`config.mk`:
```
export PLATFORM = sky130hd
export DESIGN_NAME = video_clipper
export DESIGN_NICKNAME = d
export VERILOG_FILES = /design/src/hdl/video_clipper_pkg.sv /design/src/hdl/video_clipper.sv /design/src/hdl/video_clipper_add.sv /design/src/hdl/video_clipper_counters.sv /design/src/hdl/video_clipper_drop.sv
export SDC_FILE = /design/constraint.sdc
export NUM_CORES = 1
export LEC_CHECK = 0
export ABC_AREA = 0
export BUFFER_PORTS_ARGS = -buffer_cell sky130_fd_sc_hd__buf_2
export CAP_MARGIN = 0
export CORE_ASPECT_RATIO = 0.75
export CORE_MARGIN = 1.5
export CORE_UTILIZATION = 55
export DETAILED_ROUTE_END_ITERATION = 10
export PLACE_DENSITY = 0.89
export SYNTH_ARGS = -nofsm -noshare
export SYNTH_HDL_FRONTEND = slang
export SYNTH_SLANG_ARGS = --single-unit
```
`constraint.sdc`:
```
create_clock -name clk -period 3 [get_ports clk]
set_input_delay 0.6 -clock clk [delete_from_list [all_inputs] [get_ports clk]]
set_output_delay 0.6 -clock clk [all_outputs]
set_load 0.05 [all_outputs]
```
`src/hdl/video_clipper_pkg.sv`:
```
package video_clipper_pkg;

	// One pixel on any of the req/ack channels
	typedef struct packed {
		logic [23:0] data;
		// First pixel of a frame
		logic        sop;
		// Last pixel of a frame
		logic        eop;
	} pixel_t;

	// Input raster size
	localparam int IN_WIDTH  = 16;
	localparam int IN_HEIGHT = 12;

	// Margins cut away from the input raster
	localparam int DROP_LEFT   = 2;
	localparam int DROP_RIGHT  = 3;
	localparam int DROP_TOP    = 1;
	localparam int DROP_BOTTOM = 2;

	// Window that survives the drop stage
	localparam int KEEP_WIDTH  = IN_WIDTH - DROP_LEFT - DROP_RIGHT;
	localparam int KEEP_HEIGHT = IN_HEIGHT - DROP_TOP - DROP_BOTTOM;

	// Pad border put around the kept window
	localparam int ADD_LEFT   = 1;
	localparam int ADD_RIGHT  = 0;
	localparam int ADD_TOP    = 0;
	localparam int ADD_BOTTOM = 1;

	// Output raster size
	localparam int OUT_WIDTH  = KEEP_WIDTH + ADD_LEFT + ADD_RIGHT;
	localparam int OUT_HEIGHT = KEEP_HEIGHT + ADD_TOP + ADD_BOTTOM;

	// RGB value of every border pixel
	localparam logic [23:0] PAD_COLOR = 24'h102030;

endpackage

```
`src/hdl/video_clipper.sv`:
```
`timescale 1ns/100ps

module video_clipper import video_clipper_pkg::*; (
	input  logic   clk,
	input  logic   arst_n,
	// Raster in
	input  logic   in_req,
	input  pixel_t in_pix,
	output logic   in_ack,
	// Padded raster out
	output logic   out_req,
	output pixel_t out_pix,
	input  logic   out_ack
);

	// Channel between the two stages
	logic   mid_req;
	pixel_t mid_pix;
	logic   mid_ack;

	// Cut the drop margins away
	video_clipper_drop u_drop (
		.clk     (clk),
		.arst_n  (arst_n),
		.in_req  (in_req),
		.in_pix  (in_pix),
		.in_ack  (in_ack),
		.mid_req (mid_req),
		.mid_pix (mid_pix),
		.mid_ack (mid_ack)
	);

	// Wrap the window in a pad border
	video_clipper_add u_add (
		.clk     (clk),
		.arst_n  (arst_n),
		.mid_req (mid_req),
		.mid_pix (mid_pix),
		.mid_ack (mid_ack),
		.out_req (out_req),
		.out_pix (out_pix),
		.out_ack (out_ack)
	);

endmodule

```
`src/hdl/video_clipper_add.sv`:
```
`timescale 1ns/100ps

module video_clipper_add import video_clipper_pkg::*; (
	input  logic   clk,
	input  logic   arst_n,
	// Channel from the drop stage
	input  logic   mid_req,
	input  pixel_t mid_pix,
	output logic   mid_ack,
	// Output channel
	output logic   out_req,
	output pixel_t out_pix,
	input  logic   out_ack
);

	typedef enum logic [1:0] {
		ST_IDLE,
		ST_FETCH,
		ST_PRESENT,
		ST_RELEASE
	} state_t;

	state_t state;
	logic   advance;
	logic   take_mid;
	logic   take_pad;
	logic   sof_outer;
	logic   eof_outer;
	logic   in_window;

	// Output handshake finished, move to next position
	assign advance = (state == ST_RELEASE) & ~out_ack;

	// Fresh pixel offered by the drop stage
	assign take_mid = (state == ST_FETCH) & mid_req & ~mid_ack;

	// Border position, no input needed
	assign take_pad = (state == ST_IDLE) & ~in_window;

	// Output raster position
	video_clipper_counters #(
		.IMAGE_WIDTH   (OUT_WIDTH),
		.IMAGE_HEIGHT  (OUT_HEIGHT),
		.LEFT_OFFSET   (ADD_LEFT),
		.RIGHT_OFFSET  (ADD_RIGHT),
		.TOP_OFFSET    (ADD_TOP),
		.BOTTOM_OFFSET (ADD_BOTTOM)
	) u_counters (
		.clk                  (clk),
		.arst_n               (arst_n),
		.advance              (advance),
		.start_of_outer_frame (sof_outer),
		.end_of_outer_frame   (eof_outer),
		.start_of_inner_frame (),
		.end_of_inner_frame   (),
		.inner_frame_valid    (in_window)
	);

	// Position FSM and output request
	always_ff @(posedge clk or negedge arst_n) begin
		if (!arst_n) begin
			state   <= ST_IDLE;
			out_req <= 1'b0;
		end else begin
			case (state)
				ST_IDLE: begin
					if (in_window)
						state <= ST_FETCH;
					else begin
						out_req <= 1'b1;
						state   <= ST_PRESENT;
					end
				end
				ST_FETCH: begin
					// Wait for the next window pixel
					if (take_mid) begin
						out_req <= 1'b1;
						state   <= ST_PRESENT;
					end
				end
				ST_PRESENT: begin
					if (out_ack) begin
						out_req <= 1'b0;
						state   <= ST_RELEASE;
					end
				end
				ST_RELEASE: begin
					// Counter steps on the falling ack
					if (!out_ack)
						state <= ST_IDLE;
				end
				default: state <= ST_IDLE;
			endcase
		end
	end

	// Mid ack: up when pixel taken, down after req drops
	always_ff @(posedge clk or negedge arst_n) begin
		if (!arst_n)
			mid_ack <= 1'b0;
		else if (mid_ack) begin
			if (!mid_req)
				mid_ack <= 1'b0;
		end else if (take_mid) begin
			mid_ack <= 1'b1;
		end
	end

	// Output payload, framing from the outer flags
	always_ff @(posedge clk) begin
		if (take_pad || take_mid) begin
			out_pix.data <= take_mid ? mid_pix.data : PAD_COLOR;
			out_pix.sop  <= sof_outer;
			out_pix.eop  <= eof_outer;
		end
	end

endmodule

```
`src/hdl/video_clipper_counters.sv`:
```
`timescale 1ns/100ps

module video_clipper_counters #(
	parameter int IMAGE_WIDTH   = 16,
	parameter int IMAGE_HEIGHT  = 12,
	parameter int LEFT_OFFSET   = 0,
	parameter int RIGHT_OFFSET  = 0,
	parameter int TOP_OFFSET    = 0,
	parameter int BOTTOM_OFFSET = 0
) (
	input  logic clk,
	input  logic arst_n,
	input  logic advance,
	output logic start_of_outer_frame,
	output logic end_of_outer_frame,
	output logic start_of_inner_frame,
	output logic end_of_inner_frame,
	output logic inner_frame_valid
);

	// Counter widths from the frame size
	localparam int WW = (IMAGE_WIDTH > 1) ? $clog2(IMAGE_WIDTH) : 1;
	localparam int HW = (IMAGE_HEIGHT > 1) ? $clog2(IMAGE_HEIGHT) : 1;

	// Column boundaries
	localparam logic [WW-1:0] COL_LAST       = WW'(IMAGE_WIDTH - 1);
	localparam logic [WW-1:0] COL_IN_FIRST   = WW'(LEFT_OFFSET);
	localparam logic [WW-1:0] COL_IN_LAST    = WW'(IMAGE_WIDTH - RIGHT_OFFSET - 1);
	localparam logic [WW-1:0] COL_PRE_INNER  = WW'(LEFT_OFFSET - 1);
	// Row boundaries
	localparam logic [HW-1:0] ROW_LAST       = HW'(IMAGE_HEIGHT - 1);
	localparam logic [HW-1:0] ROW_IN_FIRST   = HW'(TOP_OFFSET);
	localparam logic [HW-1:0] ROW_IN_LAST    = HW'(IMAGE_HEIGHT - BOTTOM_OFFSET - 1);
	localparam logic [HW-1:0] ROW_PRE_INNER  = HW'(TOP_OFFSET - 1);

	logic [WW-1:0] col;
	logic [HW-1:0] row;
	logic          inner_width_valid;
	logic          inner_height_valid;
	logic          line_end;

	// Last pixel of a line is being consumed
	assign line_end = advance & (col == COL_LAST);

	always_ff @(posedge clk or negedge arst_n) begin
		if (!arst_n) begin
			col <= '0;
			row <= '0;
		end else if (line_end) begin
			col <= '0;
			// Whole frame done, back to top left
			if (row == ROW_LAST)
				row <= '0;
			else
				row <= row + 1'b1;
		end else if (advance) begin
			col <= col + 1'b1;
		end
	end

	// Horizontal window bit, set one step before the first inner column
	always_ff @(posedge clk or negedge arst_n) begin
		if (!arst_n)
			inner_width_valid <= (LEFT_OFFSET == 0);
		else if (advance) begin
			if (col == COL_LAST)
				inner_width_valid <= (LEFT_OFFSET == 0);
			else if (col == COL_IN_LAST)
				inner_width_valid <= 1'b0;
			else if ((LEFT_OFFSET != 0) && (col == COL_PRE_INNER))
				inner_width_valid <= 1'b1;
		end
	end

	// Vertical window bit, only moves at line ends
	always_ff @(posedge clk or negedge arst_n) begin
		if (!arst_n)
			inner_height_valid <= (TOP_OFFSET == 0);
		else if (line_end) begin
			if (row == ROW_LAST)
				inner_height_valid <= (TOP_OFFSET == 0);
			else if (row == ROW_IN_LAST)
				inner_height_valid <= 1'b0;
			else if ((TOP_OFFSET != 0) && (row == ROW_PRE_INNER))
				inner_height_valid <= 1'b1;
		end
	end

	// Position flags, combinational from the counters
	assign start_of_outer_frame = (col == '0) & (row == '0);
	assign end_of_outer_frame   = (col == COL_LAST) & (row == ROW_LAST);
	assign start_of_inner_frame = (col == COL_IN_FIRST) & (row == ROW_IN_FIRST);
	assign end_of_inner_frame   = (col == COL_IN_LAST) & (row == ROW_IN_LAST);
	assign inner_frame_valid    = inner_width_valid & inner_height_valid;

endmodule

```
`src/hdl/video_clipper_drop.sv`:
```
`timescale 1ns/100ps

module video_clipper_drop import video_clipper_pkg::*; (
	input  logic   clk,
	input  logic   arst_n,
	// Input channel
	input  logic   in_req,
	input  pixel_t in_pix,
	output logic   in_ack,
	// Channel towards the add stage
	output logic   mid_req,
	output pixel_t mid_pix,
	input  logic   mid_ack
);

	logic   accept;
	logic   hold_valid;
	pixel_t hold_pix;
	logic   sof_inner;
	logic   eof_inner;
	logic   in_window;
	logic   mid_done;

	// New request, previous ack gone and room to store
	assign accept = in_req & ~in_ack & ~hold_valid;

	// Handshake on mid channel completes
	assign mid_done = mid_req & mid_ack;

	// Input raster position
	video_clipper_counters #(
		.IMAGE_WIDTH   (IN_WIDTH),
		.IMAGE_HEIGHT  (IN_HEIGHT),
		.LEFT_OFFSET   (DROP_LEFT),
		.RIGHT_OFFSET  (DROP_RIGHT),
		.TOP_OFFSET    (DROP_TOP),
		.BOTTOM_OFFSET (DROP_BOTTOM)
	) u_counters (
		.clk                  (clk),
		.arst_n               (arst_n),
		.advance              (accept),
		.start_of_outer_frame (),
		.end_of_outer_frame   (),
		.start_of_inner_frame (sof_inner),
		.end_of_inner_frame   (eof_inner),
		.inner_frame_valid    (in_window)
	);

	// Input ack: up on accept, down once req drops
	always_ff @(posedge clk or negedge arst_n) begin
		if (!arst_n)
			in_ack <= 1'b0;
		else if (in_ack) begin
			if (!in_req)
				in_ack <= 1'b0;
		end else if (accept) begin
			in_ack <= 1'b1;
		end
	end

	// Holding register state
	always_ff @(posedge clk or negedge arst_n) begin
		if (!arst_n)
			hold_valid <= 1'b0;
		else if (accept && in_window)
			hold_valid <= 1'b1;
		else if (mid_done)
			// Add stage has taken the pixel
			hold_valid <= 1'b0;
	end

	// Pixel payload, window pixels only
	always_ff @(posedge clk) begin
		if (accept && in_window) begin
			hold_pix.data <= in_pix.data;
			hold_pix.sop  <= sof_inner;
			hold_pix.eop  <= eof_inner;
		end
	end

	// Mid request, never raised while the old ack is still high
	always_ff @(posedge clk or negedge arst_n) begin
		if (!arst_n)
			mid_req <= 1'b0;
		else if (mid_done)
			mid_req <= 1'b0;
		else if (!mid_req && hold_valid && !mid_ack)
			mid_req <= 1'b1;
	end

	// Holding register drives the mid channel
	assign mid_pix = hold_pix;

endmodule

```
# Word level (Yosys, flattened, before mapping)
# Cells that the tools add are included.
classes:
  bitwise: 18
  n_reduce_logical: 25
  muxes: 35
  n_eq_ne: 15
  addsub: 4
op_table:
  columns: ["cell", "n"]
  rows:
  - ["equality test 4 bit, second input constant", 7]
  - ["two-way mux 4 bit", 6]
  - ["two-way mux 1 bit", 23]
  - ["adder 4 x 1 -> 4 bit, second input constant", 4]
  - ["AND 1 bit", 13]
  - ["zero test 4 bit", 3]
  - ["nonzero test 2 bit", 6]
  - ["nonzero test 3 bit", 3]
  - ["two-way mux 2 bit", 4]
  - ["case mux 2 bit (4 select lines)", 1]
  - ["AND reduction 2 bit", 4]
  - ["!= test 2 bit, second input constant", 3]
  - ["NOT 1 bit", 5]
  - ["equality test 2 bit, second input constant", 2]
  - ["equality test 4 x 1 -> 1 bit, second input constant", 1]
  - ["AND reduction 4 bit", 1]
  - ["logical AND 1 bit", 3]
  - ["case mux 1 bit (3 select lines)", 1]
  - ["AND reduction 3 bit", 1]
  - ["equality test 2 x 1 -> 1 bit, second input constant", 1]
  - ["zero test 1 bit", 2]
  - ["zero test 2 bit", 1]
  - ["!= test 2 x 1 -> 1 bit, second input constant", 1]
  - ["logical OR 1 bit", 1]
word_totals:
  out_inout_bits: 28
  input_bits: 30
  word_cells: 115
  reg_bits: 77

# Logic depth before layout (Yosys ltp)
depth:
  depth_word: 5
  mapped_depth: 6
  ltp_nobuf: 5

# Hierarchy
# A second synthesis with hierarchy kept.
unflattened:
  cells_unflattened: 244
  hier_area_um2: 3402.0
by_module_without_submodules:
  columns: ["module", "seq_area_each_um2", "n_inst", "area_each_um2", "cells_per_inst"]
  rows:
  - ["video_clipper_add", 880.8, 1, 1258.7, 81]
  - ["video_clipper_drop", 855.8, 1, 909.6, 37]
  - ["video_clipper_counters (u_drop.u_counters)", 250.2, 1, 620.6, 65]
  - ["video_clipper_counters (u_add.u_counters)", 251.5, 1, 613.1, 61]

# Worst setup path before layout
# Ideal clock, no wire load.
synth_timing:
  kind: "register -> register"
  startpoint: "reg u_add.state[1]"
  endpoint: "reg u_add.out_pix[0] (netlist name)"
  path_stages_with_launch: 7
  arrival_ns: 1.897
  setup_time_ns: 0.382
  path_slack_ns: 0.722
  required_ns: 2.618
  synth_period_minus_slack_ns: 2.278
  path_buffers: 2
  cell_sequence: "dfrtp_1 -> inv_1 -> ha_1 -> and3b_1 -> clkbuf_1 -> clkbuf_1 -> a21o_1"
synth_via:
  elab_chain_cells: 4
  elab_cells_between_ends: 6
  classes_between: "eq/ne (1); bitwise (3); reduce/logical (2)"
synth_lines:
  columns: ["item", "line_no", "rtl"]
  rows:
  - ["start, declared", "video_clipper_add.sv:23", "state_t state;"]
  - ["start signal, assigned", "video_clipper_add.sv:62", "state <= ST_IDLE;"]
  - ["start signal, assigned", "video_clipper_add.sv:68", "state <= ST_FETCH;"]
  - ["start signal, assigned", "video_clipper_add.sv:71", "state <= ST_PRESENT;"]
  - ["equality test 2 x 1 -> 1 bit", "video_clipper_add.sv:35", "assign take_mid = (state == ST_FETCH) & mid_req & ~mid_ack;"]
  - ["AND 1 bit (2 in a row)", "video_clipper_add.sv:35", null]
  - ["logical OR 1 bit *", "video_clipper_add.sv:111", "if (take_pad || take_mid) begin"]
# Every way passes the cells marked *; elsewhere a longest branch is shown, timed or not.
# A chain may end at the register's enable or synchronous reset.

# Worst setup path after layout
layout_timing:
  startpoint: "reg u_add.state[1]"
  endpoint: "reg u_add.out_pix[6] (netlist name)"
layout_via:
  elab_chain_cells: 4
  elab_cells_between_ends: 6
  classes_between: "eq/ne (1); bitwise (3); reduce/logical (2)"
layout_lines:
  columns: ["item", "line_no"]
  rows:
  - ["equality test 2 x 1 -> 1 bit", "video_clipper_add.sv:35"]
  - ["AND 1 bit (2 in a row)", "video_clipper_add.sv:35"]
  - ["logical OR 1 bit *", "video_clipper_add.sv:111"]
# Marked as above.

==> run metrics <==
Post-DP Area=0.00358 sq mm; post-synthesis sequential area ratio=67.8%; Util after Layout=69.0%; Vias/cell=5.25; n_diodes=0; leakage power=0.00160 uW; core area=0.00550 sq mm; first-pass GRT wire length=9030 microns; mux contribution to synthesized area=2.84%; area leader, netlist=edfxtp_1; CTS tree=done; main combinational cell family by area after synthesis=simple AND/OR/NAND/NOR gates; Post-synth top flop=edfxtp_1; Tmin final=1.98 ns; initial antenna violation count=0; Post-Synth XOR/XNOR Area=0.817%; crit path kind=reg2reg; crit path DAT=1.99 ns; fillcell total=365; cells after synthesis=232; synthesis-to-finish area growth=18.0%; Critical Path Sink Type=flop; Place WS=0.859 ns; synth unique cells=49; max cap viols=0; Post-CTS Resized=0; Mapped Area=0.00321 sq mm; CP required=3.01 ns; WL/cell=14.5 microns; fin. max-slew vios=0; all-layer global routing usage=18.7%; Final Instance Area=0.00379 sq mm; Synth area leaders=edfxtp_1 47%, dfrtp_1 20%, ha_1 5.4%; root buffer cell=clkbuf_8; FF-to-FF setup slack=1.02 ns; largest net degree at the start of global routing=28; vias in the first global route=1928; most instantiated cells after synthesis=50 x edfxtp_1, 26 x dfrtp_1, 20 x and2_1; Detailed Place HPWL=3720 microns; Setup TNS=0 ns; Peak VDD IR=0.423 mV; Worst setup startpoint=u_add.state[1]; I/O Buffers=55; min-delay worst type=in2async; Fin Clk Skew=0.00914 ns; die area=0.00632 sq mm; area of the multi-input gates=945 sq um; outcome=complete, no violations; Max Root-Sink Buffers=2; top-count cell post-synth=edfxtp_1; initial DRC count=97; chip width=91.3 microns; synth warn=0; Worst-Margin Slew=0.849 ns; H-tree levels=3; Synth Area in Adders=5.45%; Antenna Nets Post-Route=0; nets=338; max_slew headroom=43.3%; FP Rows=23; Storage cell area=0.00218 sq mm; hold_buf cts=0; Synth top area share=46.7%; EDFF count, synth=50; Pre-antenna DRT Iters=4; via count=1964; fin worst setup slack=1.02 ns; setup violators final=0; GRT Residual Overflow=0; RSZ-0062 raised after global routing=false; setup bufs post-CTS=0; fin crit share=65.9%; Worst-Skew Late Latency=0.34 ns; Min Hold Slack=0.257 ns; die height=69.2 microns; drt drc=0; CP Capture Point=u_add.out_pix[6]; depth of the most critical reg-to-reg path=5; Sink Count=77; Placer Congestion=0.791; IO Count=58; Max FO, Critical Path=26; WL final=5410 microns; post-synthesis compound-gate area fraction=7.40%; Synth Area in Simple Gates=12.9%; clock transition at the registers of the reported paths=0.07 ns; Async SR Flop Fraction=35.1%; layout cell share with drive strength beyond 1=27.4%; type of origin of the critical path=flop; fmax=506 MHz; FF+latch count, synth=77; R2R Path End=u_add.out_pix[6]; Initial Utilization=58.5%; Final Hold Viols=0; PD cells=853 mW/mm^2; total CTS buffers=9; worst flop-to-flop path startpoint=u_add.state[1]; synthesized area per cell=13.9 sq um; Mapped Nets=276
[layout by cell type (no fill, tap or decap), types with 2 or more instances in the layout]
master     instances
xnor2_1            3
dfrtp_1           26
ha_1              14
o21ai_0           10
nand4_1            2
a21oi_1            2
bufinv_16          2
nor2_1             9
mux2i_1            2
o41ai_1            2
mux2_2             4
nor3b_1            3
buf_4              3
nor3_1             2
clkbuf_8           9
edfxtp_1          50
a21boi_0           2
nand2b_1           5
buf_2             55
nand2_1           13
and3_1             2
clkinv_4           2
o2bb2ai_1          2
and3b_1            2
nor2b_1            3
inv_1             17
a31oi_1            3
clkinv_2           2
and2_1            20
nand3_1            4
[flip-flops by register name, summed over array words and instances, names as in the netlist, 2 cells and up]
signal                 count
u_drop.u_counters.col      4
u_add.out_pix             26
u_add.state                2
u_drop.u_counters.row      4
u_drop.mid_pix            24
u_add.u_counters.col       4
u_add.u_counters.row       4
[logic make-up after synthesis]
group | count (synthesis)
adder cells (fa/ha/maj) | 14
flip-flops | 77
multiplexers | 8
AND/OR/NAND/NOR | 72
AO/OA/AOI/OAI | 34
buffers and inverters | 24
XOR/XNOR | 3
[worst min path at each step]
stage / startpoint / endpoint / slack [ns] / cells past startpoint
after floorplan: arst_n / u_add.mid_ack / 0.30 / 0
after global placement: u_add.mid_ack / u_drop.mid_req / 0.46 / 1
after detailed placement: u_add.mid_ack / u_drop.mid_req / 0.48 / 1
after CTS: arst_n / u_drop.u_counters.col[2] / 0.27 / 1
after global routing: arst_n / u_add.u_counters.row[3] / 0.31 / 1
final: arst_n / u_add.u_counters.row[2] / 0.26 / 1
[per-stage QoR]
stage / std cells / total power (uW)
final: 374 / 3230
after global routing: 374 / 3390
after CTS: 374 / 3250
after detailed placement: 358 / 2420
after global placement: 358 / 2370
after floorplan: 232 / 2190
[power breakdown]
part	switching [uW]	internal, uW	total [uW]	leakage, uW
registers	145	1350	1500	0.000785
logic	638	266	905	0.000703
clock network	364	469	833	0.000110
[worst max-delay path, stage by stage, from the launching register on]
cell     delay (ns)
dfrtp_1        0.42
inv_1          0.14
ha_1           0.22
and3b_1        0.43
a21o_1         0.13
buf_4          0.30
[cell type report]
cell class                 count  share of cell area (%)
clock buffer                  10                    3.36
clock inverter                 6                    2.31
inverter                      17                    1.68
multi-input combinational    131                    24.9
sequential                    77                    57.4
tap                           75                    2.47
timing repair buffer          58                    7.85
[metal layers]
metal	up-vias	global-route usage, %	part of all wire (%)	routed length [microns]
met3	12	7.02	5.0	272
met1	935	22.3	44	2380
met2	60	30.7	49	2650
li1	957	-	-	-
met4	0	7.64	1.8	98
met5	-	0	0	0
(Power assumes the default switching activity.)
